`config.mk`:
```
export PLATFORM = sky130hd
export DESIGN_NAME = pipeline
export DESIGN_NICKNAME = d
export VERILOG_FILES = /design/src/hw/core_pkg.sv /design/src/hw/pipeline.sv /design/src/hw/result_stage.sv /design/src/hw/execute_stage.sv /design/src/hw/decode_stage.sv /design/src/hw/register_file.sv
export SDC_FILE = /design/constraint.sdc
export NUM_CORES = 2
export LEC_CHECK = 0
export BUFFER_PORTS_ARGS = -buffer_cell sky130_fd_sc_hd__clkbuf_2
export CORE_MARGIN = 2
export CORE_UTILIZATION = 64
export CTS_CLUSTER_DIAMETER = 60
export DETAILED_ROUTE_END_ITERATION = 7
export PLACE_DENSITY = 0.84
export SLEW_MARGIN = 20
export SYNTH_ARGS = -nofsm -noshare
export SYNTH_HDL_FRONTEND = slang
export SYNTH_SLANG_ARGS = --single-unit
```
`constraint.sdc`:
```
create_clock -name clk_i -period 20 [get_ports clk_i]
set_input_delay 4 -clock clk_i [delete_from_list [all_inputs] [get_ports clk_i]]
set_output_delay 4 -clock clk_i [all_outputs]
set_load 0.03 [all_outputs]
```
`src/hw/core_pkg.sv`:
```
`default_nettype none

package core_pkg;

    typedef logic [31:0] data_word_t;
    typedef logic [4:0]  reg_addr_t;

    localparam logic [6:0] OPCODE_OP     = 7'b0110011;
    localparam logic [6:0] OPCODE_OP_IMM = 7'b0010011;
    localparam logic [6:0] OPCODE_BRANCH = 7'b1100011;
    localparam logic [6:0] OPCODE_JAL    = 7'b1101111;

    // the four instruction layouts, all with the opcode in the low seven bits
    typedef struct packed {
        logic [6:0] funct7;
        reg_addr_t  rs2;
        reg_addr_t  rs1;
        logic [2:0] funct3;
        reg_addr_t  rd;
        logic [6:0] opcode;
    } r_format_t;

    typedef struct packed {
        logic [11:0] imm;
        reg_addr_t   rs1;
        logic [2:0]  funct3;
        reg_addr_t   rd;
        logic [6:0]  opcode;
    } i_format_t;

    typedef struct packed {
        logic       imm_12;
        logic [5:0] imm_10_5;
        reg_addr_t  rs2;
        reg_addr_t  rs1;
        logic [2:0] funct3;
        logic [3:0] imm_4_1;
        logic       imm_11;
        logic [6:0] opcode;
    } b_format_t;

    typedef struct packed {
        logic       imm_20;
        logic [9:0] imm_10_1;
        logic       imm_11;
        logic [7:0] imm_19_12;
        reg_addr_t  rd;
        logic [6:0] opcode;
    } j_format_t;

    typedef union packed {
        r_format_t r;
        i_format_t i;
        b_format_t b;
        j_format_t j;
    } instr_word_u;

    typedef enum logic [2:0] {
        ALU_ADD,
        ALU_SUB,
        ALU_AND,
        ALU_OR,
        ALU_XOR,
        ALU_SLT
    } alu_op_t;

    typedef struct packed {
        logic       valid;
        alu_op_t    alu_op;
        data_word_t operand_a;
        data_word_t operand_b;     // immediate already selected for I-type
        data_word_t rs2_value;     // branch comparison only
        reg_addr_t  dest;          // zero means no write
        data_word_t pc;
        data_word_t branch_offset;
        logic       is_branch;
        logic       branch_on_ne;
        logic       is_jal;
    } exec_packet_t;

    typedef struct packed {
        logic       valid;
        reg_addr_t  dest;
        data_word_t data;
    } result_packet_t;

    typedef struct packed {
        logic       valid;
        data_word_t target;
    } redirect_t;

endpackage : core_pkg

`default_nettype wire
```
`src/hw/pipeline.sv`:
```
`timescale 1ns/1ps
`default_nettype none

module pipeline #(
    parameter core_pkg::data_word_t RESET_ADDRESS = '0
) (
    input  logic                 clk_i,
    input  logic                 rst_n_i,
    input  logic                 fetch_valid_i,
    input  core_pkg::data_word_t fetch_instruction_i,
    output logic                 fetch_acknowledge_o,
    output logic                 fetch_o,
    output core_pkg::data_word_t fetch_address_o,
    output logic                 retire_o,
    output core_pkg::reg_addr_t  retire_reg_o,
    output core_pkg::data_word_t retire_data_o,
    output logic                 illegal_o
);

    core_pkg::exec_packet_t   decode_packet;
    core_pkg::exec_packet_t   execute_packet;
    core_pkg::result_packet_t execute_result;
    core_pkg::result_packet_t retire_result;
    core_pkg::redirect_t      redirect;
    logic                     issue;
    logic                     stall;

    decode_stage #(
        .RESET_ADDRESS ( RESET_ADDRESS )
    ) u_decode (
        .clk_i               ( clk_i               ),
        .rst_n_i             ( rst_n_i             ),
        .fetch_valid_i       ( fetch_valid_i       ),
        .fetch_instruction_i ( fetch_instruction_i ),
        .fetch_acknowledge_o ( fetch_acknowledge_o ),
        .fetch_o             ( fetch_o             ),
        .fetch_address_o     ( fetch_address_o     ),
        .redirect_i          ( redirect            ),
        .execute_dest_i      ( execute_packet      ),
        .result_i            ( retire_result       ),
        .packet_o            ( decode_packet       ),
        .issue_o             ( issue               ),
        .stall_o             ( stall               ),
        .illegal_o           ( illegal_o           )
    );

    // a redirect flushes the slot, a stalled or missing word leaves a bubble
    always_ff @(posedge clk_i) begin
        if (!rst_n_i) begin
            execute_packet.valid <= 1'b0;
        end else if (redirect.valid || !issue) begin
            execute_packet.valid <= 1'b0;
        end else if (!stall) begin
            execute_packet <= decode_packet;
        end
    end

    execute_stage u_execute (
        .packet_i   ( execute_packet ),
        .result_o   ( execute_result ),
        .redirect_o ( redirect       )
    );

    result_stage u_result (
        .clk_i         ( clk_i          ),
        .rst_n_i       ( rst_n_i        ),
        .result_i      ( execute_result ),
        .result_o      ( retire_result  ),
        .retire_o      ( retire_o       ),
        .retire_reg_o  ( retire_reg_o   ),
        .retire_data_o ( retire_data_o  )
    );

endmodule : pipeline

`default_nettype wire

```
`src/hw/result_stage.sv`:
```
`timescale 1ns/1ps
`default_nettype none

module result_stage (
    input  logic                     clk_i,
    input  logic                     rst_n_i,
    input  core_pkg::result_packet_t result_i,
    output core_pkg::result_packet_t result_o,
    output logic                     retire_o,
    output core_pkg::reg_addr_t      retire_reg_o,
    output core_pkg::data_word_t     retire_data_o
);

    core_pkg::result_packet_t result_q;

    always_ff @(posedge clk_i) begin
        if (!rst_n_i) begin
            result_q <= '0;
        end else begin
            result_q <= result_i;
        end
    end

    // the same packet feeds the register file write and the decode interlock
    assign result_o = result_q;

    assign retire_o      = result_q.valid;
    assign retire_reg_o  = result_q.dest;
    assign retire_data_o = result_q.data;

    // validity is decided back in execute from the dest that decode chose
    no_x0_retire: assert property (@(posedge clk_i) disable iff (!rst_n_i)
        retire_o |-> retire_reg_o != '0);

endmodule : result_stage

`default_nettype wire

```
`src/hw/execute_stage.sv`:
```
`timescale 1ns/1ps
`default_nettype none

module execute_stage (
    input  core_pkg::exec_packet_t   packet_i,
    output core_pkg::result_packet_t result_o,
    output core_pkg::redirect_t      redirect_o
);

    core_pkg::data_word_t alu_result;
    core_pkg::data_word_t link_address;
    logic                 signed_less;
    logic                 operands_equal;
    logic                 branch_taken;

    assign signed_less = $signed(packet_i.operand_a) < $signed(packet_i.operand_b);

    always_comb begin
        case (packet_i.alu_op)
            core_pkg::ALU_ADD: alu_result = packet_i.operand_a + packet_i.operand_b;
            core_pkg::ALU_SUB: alu_result = packet_i.operand_a - packet_i.operand_b;
            core_pkg::ALU_AND: alu_result = packet_i.operand_a & packet_i.operand_b;
            core_pkg::ALU_OR:  alu_result = packet_i.operand_a | packet_i.operand_b;
            core_pkg::ALU_XOR: alu_result = packet_i.operand_a ^ packet_i.operand_b;
            core_pkg::ALU_SLT: alu_result = {31'd0, signed_less};
            default:           alu_result = '0;
        endcase
    end

    // operand_b holds rs2 for R-type only, so branches compare against rs2_value
    assign operands_equal = packet_i.operand_a == packet_i.rs2_value;
    assign branch_taken   = packet_i.is_branch && (operands_equal != packet_i.branch_on_ne);

    assign link_address = packet_i.pc + 32'd4;

    // decode leaves dest at zero for branches and nops, so only real writes go on
    always_comb begin
        result_o.valid = packet_i.valid && packet_i.dest != '0;
        result_o.dest  = packet_i.dest;
        result_o.data  = packet_i.is_jal ? link_address : alu_result;
    end

    always_comb begin
        redirect_o.valid  = packet_i.valid && (branch_taken || packet_i.is_jal);
        redirect_o.target = packet_i.pc + packet_i.branch_offset;
    end

    // B and J offsets are only halfword aligned, and the pc comes from outside
    always_comb begin
        if (redirect_o.valid) begin
            target_aligned: assert (redirect_o.target[1:0] == 2'b00)
                else $error("redirect to unaligned target %h", redirect_o.target);
        end
    end

endmodule : execute_stage

`default_nettype wire

```
`src/hw/decode_stage.sv`:
```
`timescale 1ns/1ps
`default_nettype none

module decode_stage #(
    parameter core_pkg::data_word_t RESET_ADDRESS = '0
) (
    input  logic                     clk_i,
    input  logic                     rst_n_i,
    input  logic                     fetch_valid_i,
    input  core_pkg::data_word_t     fetch_instruction_i,
    output logic                     fetch_acknowledge_o,
    output logic                     fetch_o,
    output core_pkg::data_word_t     fetch_address_o,
    input  core_pkg::redirect_t      redirect_i,
    input  core_pkg::exec_packet_t   execute_dest_i,
    input  core_pkg::result_packet_t result_i,
    output core_pkg::exec_packet_t   packet_o,
    output logic                     issue_o,
    output logic                     stall_o,
    output logic                     illegal_o
);

    core_pkg::data_word_t  program_counter;
    logic                  fetch_enable;
    core_pkg::instr_word_u instr;
    core_pkg::data_word_t  rs1_value;
    core_pkg::data_word_t  rs2_value;
    logic                  legal;
    logic                  uses_rs1;
    logic                  uses_rs2;
    logic                  execute_busy;
    logic                  result_busy;
    logic                  hazard;
    logic                  accept;

    assign instr = fetch_instruction_i;

    register_file u_register_file (
        .clk_i         ( clk_i         ),
        .rst_n_i       ( rst_n_i       ),
        .read_addr_a_i ( instr.r.rs1   ),
        .read_addr_b_i ( instr.r.rs2   ),
        .read_data_a_o ( rs1_value     ),
        .read_data_b_o ( rs2_value     ),
        .write_i       ( result_i      )
    );

    always_comb begin
        packet_o           = '0;
        packet_o.valid     = fetch_valid_i;
        packet_o.alu_op    = core_pkg::ALU_ADD;
        packet_o.operand_a = rs1_value;
        packet_o.operand_b = rs2_value;
        packet_o.rs2_value = rs2_value;
        packet_o.pc        = program_counter;
        legal    = 1'b1;
        uses_rs1 = 1'b0;
        uses_rs2 = 1'b0;
        case (instr.r.opcode)
            core_pkg::OPCODE_OP: begin
                uses_rs1      = 1'b1;
                uses_rs2      = 1'b1;
                packet_o.dest = instr.r.rd;
                case ({instr.r.funct7, instr.r.funct3})
                    {7'h00, 3'b000}: packet_o.alu_op = core_pkg::ALU_ADD;
                    {7'h20, 3'b000}: packet_o.alu_op = core_pkg::ALU_SUB;
                    {7'h00, 3'b111}: packet_o.alu_op = core_pkg::ALU_AND;
                    {7'h00, 3'b110}: packet_o.alu_op = core_pkg::ALU_OR;
                    {7'h00, 3'b100}: packet_o.alu_op = core_pkg::ALU_XOR;
                    {7'h00, 3'b010}: packet_o.alu_op = core_pkg::ALU_SLT;
                    default:         legal = 1'b0;
                endcase
            end
            core_pkg::OPCODE_OP_IMM: begin
                uses_rs1           = 1'b1;
                packet_o.dest      = instr.i.rd;
                packet_o.operand_b = {{20{instr.i.imm[11]}}, instr.i.imm};
                case (instr.i.funct3)
                    3'b000:  packet_o.alu_op = core_pkg::ALU_ADD;
                    3'b111:  packet_o.alu_op = core_pkg::ALU_AND;
                    3'b110:  packet_o.alu_op = core_pkg::ALU_OR;
                    3'b100:  packet_o.alu_op = core_pkg::ALU_XOR;
                    3'b010:  packet_o.alu_op = core_pkg::ALU_SLT;
                    default: legal = 1'b0;
                endcase
            end
            core_pkg::OPCODE_BRANCH: begin
                uses_rs1               = 1'b1;
                uses_rs2               = 1'b1;
                packet_o.is_branch     = 1'b1;
                packet_o.branch_on_ne  = instr.b.funct3[0]; // BNE is funct3 001
                packet_o.branch_offset = {{19{instr.b.imm_12}}, instr.b.imm_12, instr.b.imm_11,
                                          instr.b.imm_10_5, instr.b.imm_4_1, 1'b0};
                legal = (instr.b.funct3[2:1] == 2'b00);
            end
            core_pkg::OPCODE_JAL: begin
                packet_o.dest          = instr.j.rd;
                packet_o.is_jal        = 1'b1;
                packet_o.branch_offset = {{11{instr.j.imm_20}}, instr.j.imm_20,
                                          instr.j.imm_19_12, instr.j.imm_11,
                                          instr.j.imm_10_1, 1'b0};
            end
            default: legal = 1'b0;
        endcase
        // anything unsupported goes down the pipe as a nop
        if (!legal) begin
            uses_rs1               = 1'b0;
            uses_rs2               = 1'b0;
            packet_o.dest          = '0;
            packet_o.is_branch     = 1'b0;
            packet_o.is_jal        = 1'b0;
        end
    end

    // a source is blocked while either later stage still owes it a write
    assign execute_busy = execute_dest_i.valid && execute_dest_i.dest != '0;
    assign result_busy  = result_i.valid && result_i.dest != '0;

    assign hazard = (uses_rs1 && ((execute_busy && execute_dest_i.dest == instr.r.rs1) ||
                                  (result_busy && result_i.dest == instr.r.rs1))) ||
                    (uses_rs2 && ((execute_busy && execute_dest_i.dest == instr.r.rs2) ||
                                  (result_busy && result_i.dest == instr.r.rs2)));

    assign stall_o = fetch_enable && fetch_valid_i && hazard;
    assign accept  = fetch_enable && fetch_valid_i && !stall_o && !redirect_i.valid;

    assign fetch_o             = fetch_enable;
    assign fetch_address_o     = program_counter;
    assign fetch_acknowledge_o = accept;
    assign issue_o             = accept;
    assign illegal_o           = accept && !legal;

    always_ff @(posedge clk_i) begin
        if (!rst_n_i) begin
            program_counter <= RESET_ADDRESS;
            fetch_enable    <= 1'b0;
        end else begin
            fetch_enable <= 1'b1;
            if (redirect_i.valid) begin
                program_counter <= redirect_i.target;   // younger word is dropped
            end else if (accept) begin
                program_counter <= program_counter + 32'd4;
            end
        end
    end

    // a word held by the interlock keeps its address until it is taken
    stall_holds_pc: assert property (@(posedge clk_i) disable iff (!rst_n_i)
        stall_o && !redirect_i.valid |=> $stable(fetch_address_o));

endmodule : decode_stage

`default_nettype wire

```
`src/hw/register_file.sv`:
```
`timescale 1ns/1ps
`default_nettype none

module register_file (
    input  logic                     clk_i,
    input  logic                     rst_n_i,
    input  core_pkg::reg_addr_t      read_addr_a_i,
    input  core_pkg::reg_addr_t      read_addr_b_i,
    output core_pkg::data_word_t     read_data_a_o,
    output core_pkg::data_word_t     read_data_b_o,
    input  core_pkg::result_packet_t write_i
);

    // x0 has no storage, reads of it are forced to zero below
    core_pkg::data_word_t registers [1:31];

    always_ff @(posedge clk_i) begin
        if (!rst_n_i) begin
            for (int i = 1; i < 32; i++) begin
                registers[i] <= '0;
            end
        end else if (write_i.valid && write_i.dest != '0) begin
            registers[write_i.dest] <= write_i.data;
        end
    end

    // no bypass, a value written this cycle is seen from the next one
    assign read_data_a_o = (read_addr_a_i == '0) ? '0 : registers[read_addr_a_i];
    assign read_data_b_o = (read_addr_b_i == '0) ? '0 : registers[read_addr_b_i];

endmodule : register_file

`default_nettype wire

```
==> metrics.json <==
{
  "result_of_the_run": {"value": "completed"},
  "synth_async_sr_flop_share": {"value": 0, "unit": "%"},
  "power.density_cell_area": {"value": 82.2, "unit": "mW/mm2"},
  "synth_simple_gate_area_share": {"value": 13.3, "unit": "%"},
  "synthAdderAreaFrac": {"value": 2.47, "unit": "%"},
  "fmax": {"value": 0.0914, "unit": "GHz"},
  "via_per_inst": {"value": 7.53},
  "wirelength": {"value": 243, "unit": "mm"},
  "path_clk_slew": {"value": 70, "unit": "ps"},
  "met3RoutedLength": {"value": 38.3, "unit": "mm"},
  "tritoncts": {"value": "done"},
  "clk_latency": {"value": 760, "unit": "ps"},
  "finish.utilization": {"value": 70.2, "unit": "%"},
  "number_of_buffers_added_by_the_clock_tree_synthesis_step": {"value": 135},
  "wl_met1": {"value": 77.4, "unit": "mm"},
  "rsz0062_at_grt": {"value": "no"},
  "first_global_vias": {"value": 48900},
  "wl_per_cell": {"value": 36.8, "unit": "um"},
  "place_congestion": {"value": 1.03},
  "area_delta_synth_final": {"value": 9.21, "unit": "%"},
  "power.ir.vdd_worst": {"value": 0.0792, "unit": "mV"},
  "cell_at_the_slowest_stage_of_the_critical_path": {"value": "nor4_1"},
  "grt_first_pass_wirelength": {"value": 341, "unit": "mm"},
  "worst_r2r_path_depth": {"value": 9},
  "yosys-mux-area-fraction": {"value": 21.6, "unit": "%"},
  "worstSetupStartpointType": {"value": "input port"},
  "layout_worst_path_cycle_share": {"value": 54.7, "unit": "%"},
  "number_of_top_level_pins": {"value": 108},
  "dp_hpwl": {"value": 146, "unit": "mm"},
  "synth_compound_area_share": {"value": 5.17, "unit": "%"},
  "synth.avg_cell_area": {"value": 14.0, "unit": "um2"},
  "holdWs": {"value": 483, "unit": "ps"},
  "number_of_antenna_violations_at_the_first_check_in_global_routing": {"value": 21},
  "crit-reg2reg-capture": {"value": "execute_packet[155]"},
  "postCtsSetupRepairBufs": {"value": 0},
  "worst_setup_path_end_kind": {"value": "output pin"},
  "seq_area_frac_synth": {"value": 52.2, "unit": "%"},
  "final_nets": {"value": 5162},
  "layout-drive-gt1-share": {"value": 23.5, "unit": "%"},
  "number_of_enable_flip_flop_cells_after_synthesis": {"value": 1183},
  "yosysWarnings": {"value": 0},
  "worstPathBufferInverterCount": {"value": 2},
  "clkSinkCount": {"value": 1255},
  "post-place-cells": {"value": 6340},
  "wl_met2": {"value": 108, "unit": "mm"},
  "start_util": {"value": 64.3, "unit": "%"},
  "cts_root_buffer": {"value": "clkbuf_16"},
  "min_to": {"value": "execute_packet[35]"},
  "global_route.usage.total": {"value": 43.0, "unit": "%"},
  "hold_buffers": {"value": 0},
  "grt_start_max_net_pins": {"value": 123},
  "detail_route.drc_violations": {"value": 0},
  "floorplan.die.height": {"value": 337, "unit": "um"},
  "hp-start": {"value": "u_decode.fetch_address_o[0]"},
  "die-area": {"value": 0.113, "unit": "mm2"},
  "setup_total_negative_slack": {"value": 0, "unit": "ps"},
  "max-slew-margin-rel": {"value": 15.7, "unit": "%"},
  "fin_crit": {"value": 10950, "unit": "ps"},
  "worstMarginPinSlew": {"value": 1260, "unit": "ps"},
  "ctsResizeCount": {"value": 0},
  "setup_viol_count_final": {"value": 0},
  "clk_path_buf_depth": {"value": 3},
  "synth_cells": {"value": 5064},
  "drt_pass1_iterations": {"value": 7},
  "p_leak": {"value": 27.8, "unit": "nW"},
  "num_vias": {"value": 49700},
  "postSynth.topFlopCell": {"value": "edfxtp_1"},
  "holdCritPathClass": {"value": "reg -> reg"},
  "finish.cell_count_without_fillers": {"value": 6597},
  "synth_xor_area_share": {"value": 1.78, "unit": "%"},
  "design.core.area": {"value": 0.110, "unit": "mm2"},
  "timing_max_transition_violations_final": {"value": 0},
  "critical_path_class": {"value": "in -> out"},
  "hold_depth": {"value": 0},
  "critical_path.most_common_cell": {"value": "clkbuf_2"},
  "drt-initial-drc-count": {"value": 9000},
  "final_area": {"value": 0.0774, "unit": "mm2"},
  "crit_reg_reg_startpoint": {"value": "u_result.retire_reg_o[4]"},
  "ctsHtreeMaxLevel": {"value": 4},
  "port_buffers": {"value": 107},
  "num_rows": {"value": 122},
  "synth_top_family_by_area": {"value": "multiplexers"},
  "timing.critical_path.cells": {"value": "clkbuf_2 -> nor4_1 -> nand2_1 -> o21ai_0 -> a2bb2oi_1 -> a221oi_2 -> nor2_2 -> and3_1 -> clkbuf_2"},
  "worst_clock_skew": {"value": 31.9, "unit": "ps"},
  "crit_arrival": {"value": 6950, "unit": "ps"},
  "post_synth_instance_area": {"value": 0.0708, "unit": "mm2"},
  "crit_path_max_fanout": {"value": 17},
  "top_signal_layer_used": {"value": "met5"},
  "yosys_register_bits": {"value": 1255},
  "worst-endpoint-required": {"value": 16000, "unit": "ps"},
  "setup.reg_to_reg.worst_slack": {"value": 14880, "unit": "ps"},
  "critical_path.max_stage_delay": {"value": 780, "unit": "ps"},
  "yosysUniqueCellTypes": {"value": 86},
  "detail-route-antenna-nets": {"value": 0},
  "maxCapViolCount": {"value": 0},
  "grt_remaining_overflow": {"value": 0},
  "worst_path_dominant_cell_family": {"value": "simple AND/OR/NAND/NOR gates"},
  "finalHoldViolCount": {"value": 0},
  "fillCellCount": {"value": 6959},
  "die_x": {"value": 337, "unit": "um"},
  "placedInstanceArea": {"value": 0.0729, "unit": "mm2"}
}
layer usage:
metal	vias to the layer above	GRT usage, %
li1	19100	-
met1	24500	53.0
met2	4838	63.8
met3	1201	16.4
met4	12	28.0
met5	-	2.43
layout by cell type (no fill, tap or decap), types with 34 or more instances in the layout:
master,count
mux2i_1,50
edfxtp_1,1183
o21ai_0,87
a21oi_1,134
a21o_1,38
ha_1,135
and2_1,1017
clkbuf_2,96
clkbuf_16,141
xnor2_1,61
nand2b_1,37
xor2_1,83
mux4_2,640
buf_4,131
nand4_1,34
nand3_1,47
dfxtp_1,69
nor2_1,153
nor3_1,37
nand2_1,135
o211ai_1,34
inv_1,127
sequential cells by signal, indices dropped and copies added, names as in the netlist:
| signal | flops |
|---|---|
| u_result.retire_reg_o | 5 |
| u_decode.fetch_o | 1 |
| u_decode.u_register_file.registers | 1024 |
| u_result.retire_o | 1 |
| u_decode.fetch_address_o | 32 |
| u_result.retire_data_o | 32 |
| execute_packet | 160 |
layout make-up:
cell class	count	area, um2	share of cell area [%]
inverter	129	484	0.626
sequential	1255	37000	47.8
timing repair buffer	238	1620	2.09
multi-input combinational	3230	32000	41.4
antenna	11	27.5	0.0356
clock buffer	181	3750	4.85
tap	1488	1860	2.41
clock inverter	65	639	0.826
per-stage QoR:
stage	setup slack [ps]	total power, mW
2_1_floorplan	3180	3.58
5_1_grt	8980	6.47
3_3_place_gp	9020	3.82
4_1_cts	9030	6.31
6_report	9050	6.36
3_5_place_dp	9040	3.84
where the power goes:
| group | switching [mW] | total (mW) | internal, mW |
|---|---|---|---|
| registers | 0.0879 | 3.07 | 2.99 |
| logic | 0.457 | 0.762 | 0.305 |
| clock network | 1.07 | 2.52 | 1.45 |
| total | 1.62 | 6.36 | 4.74 |
kinds of logic after synthesis:
| family | Yosys count |
|---|---|
| XOR/XNOR | 144 |
| other | 1 |
| adder cells (fa/ha/maj) | 138 |
| flip-flops | 1255 |
| multiplexers | 723 |
| AO/OA/AOI/OAI | 551 |
| AND/OR/NAND/NOR | 1642 |
| buffers and inverters | 610 |
worst register-to-register path, delay by kind of cell (launching register included):
family          cells  cell delay (ps)
buf+inv             2             1670
simple gates        4             1500
compound gates      3              980
flops               1              530
Yosys cell counts (72+ instances only):
cell type  count  area, um2
edfxtp_1    1183      35500
and2_1      1017       6360
nand2_1      135        507
dfxtp_1       72       1440
xor2_1        83        727
o21ai_0      119        596
clkbuf_1     359       1350
a21oi_1      134        671
nor2_1       189        709
ha_1         135       1690
mux4_2       640      14400
inv_1        127        477
worst max path at each step:
stage                       startpoint                end  slack, ps  depth (start not counted)
2_1_floorplan  fetch_instruction_i[19]  execute_packet[0]       3180                          8
3_3_place_gp   fetch_instruction_i[28]          illegal_o       9020                          9
6_report       fetch_instruction_i[28]          illegal_o       9050                          9
5_1_grt        fetch_instruction_i[28]          illegal_o       8980                          9
3_5_place_dp   fetch_instruction_i[28]          illegal_o       9040                          9
4_1_cts        fetch_instruction_i[28]          illegal_o       9030                          9
(Power assumes the default switching activity.)
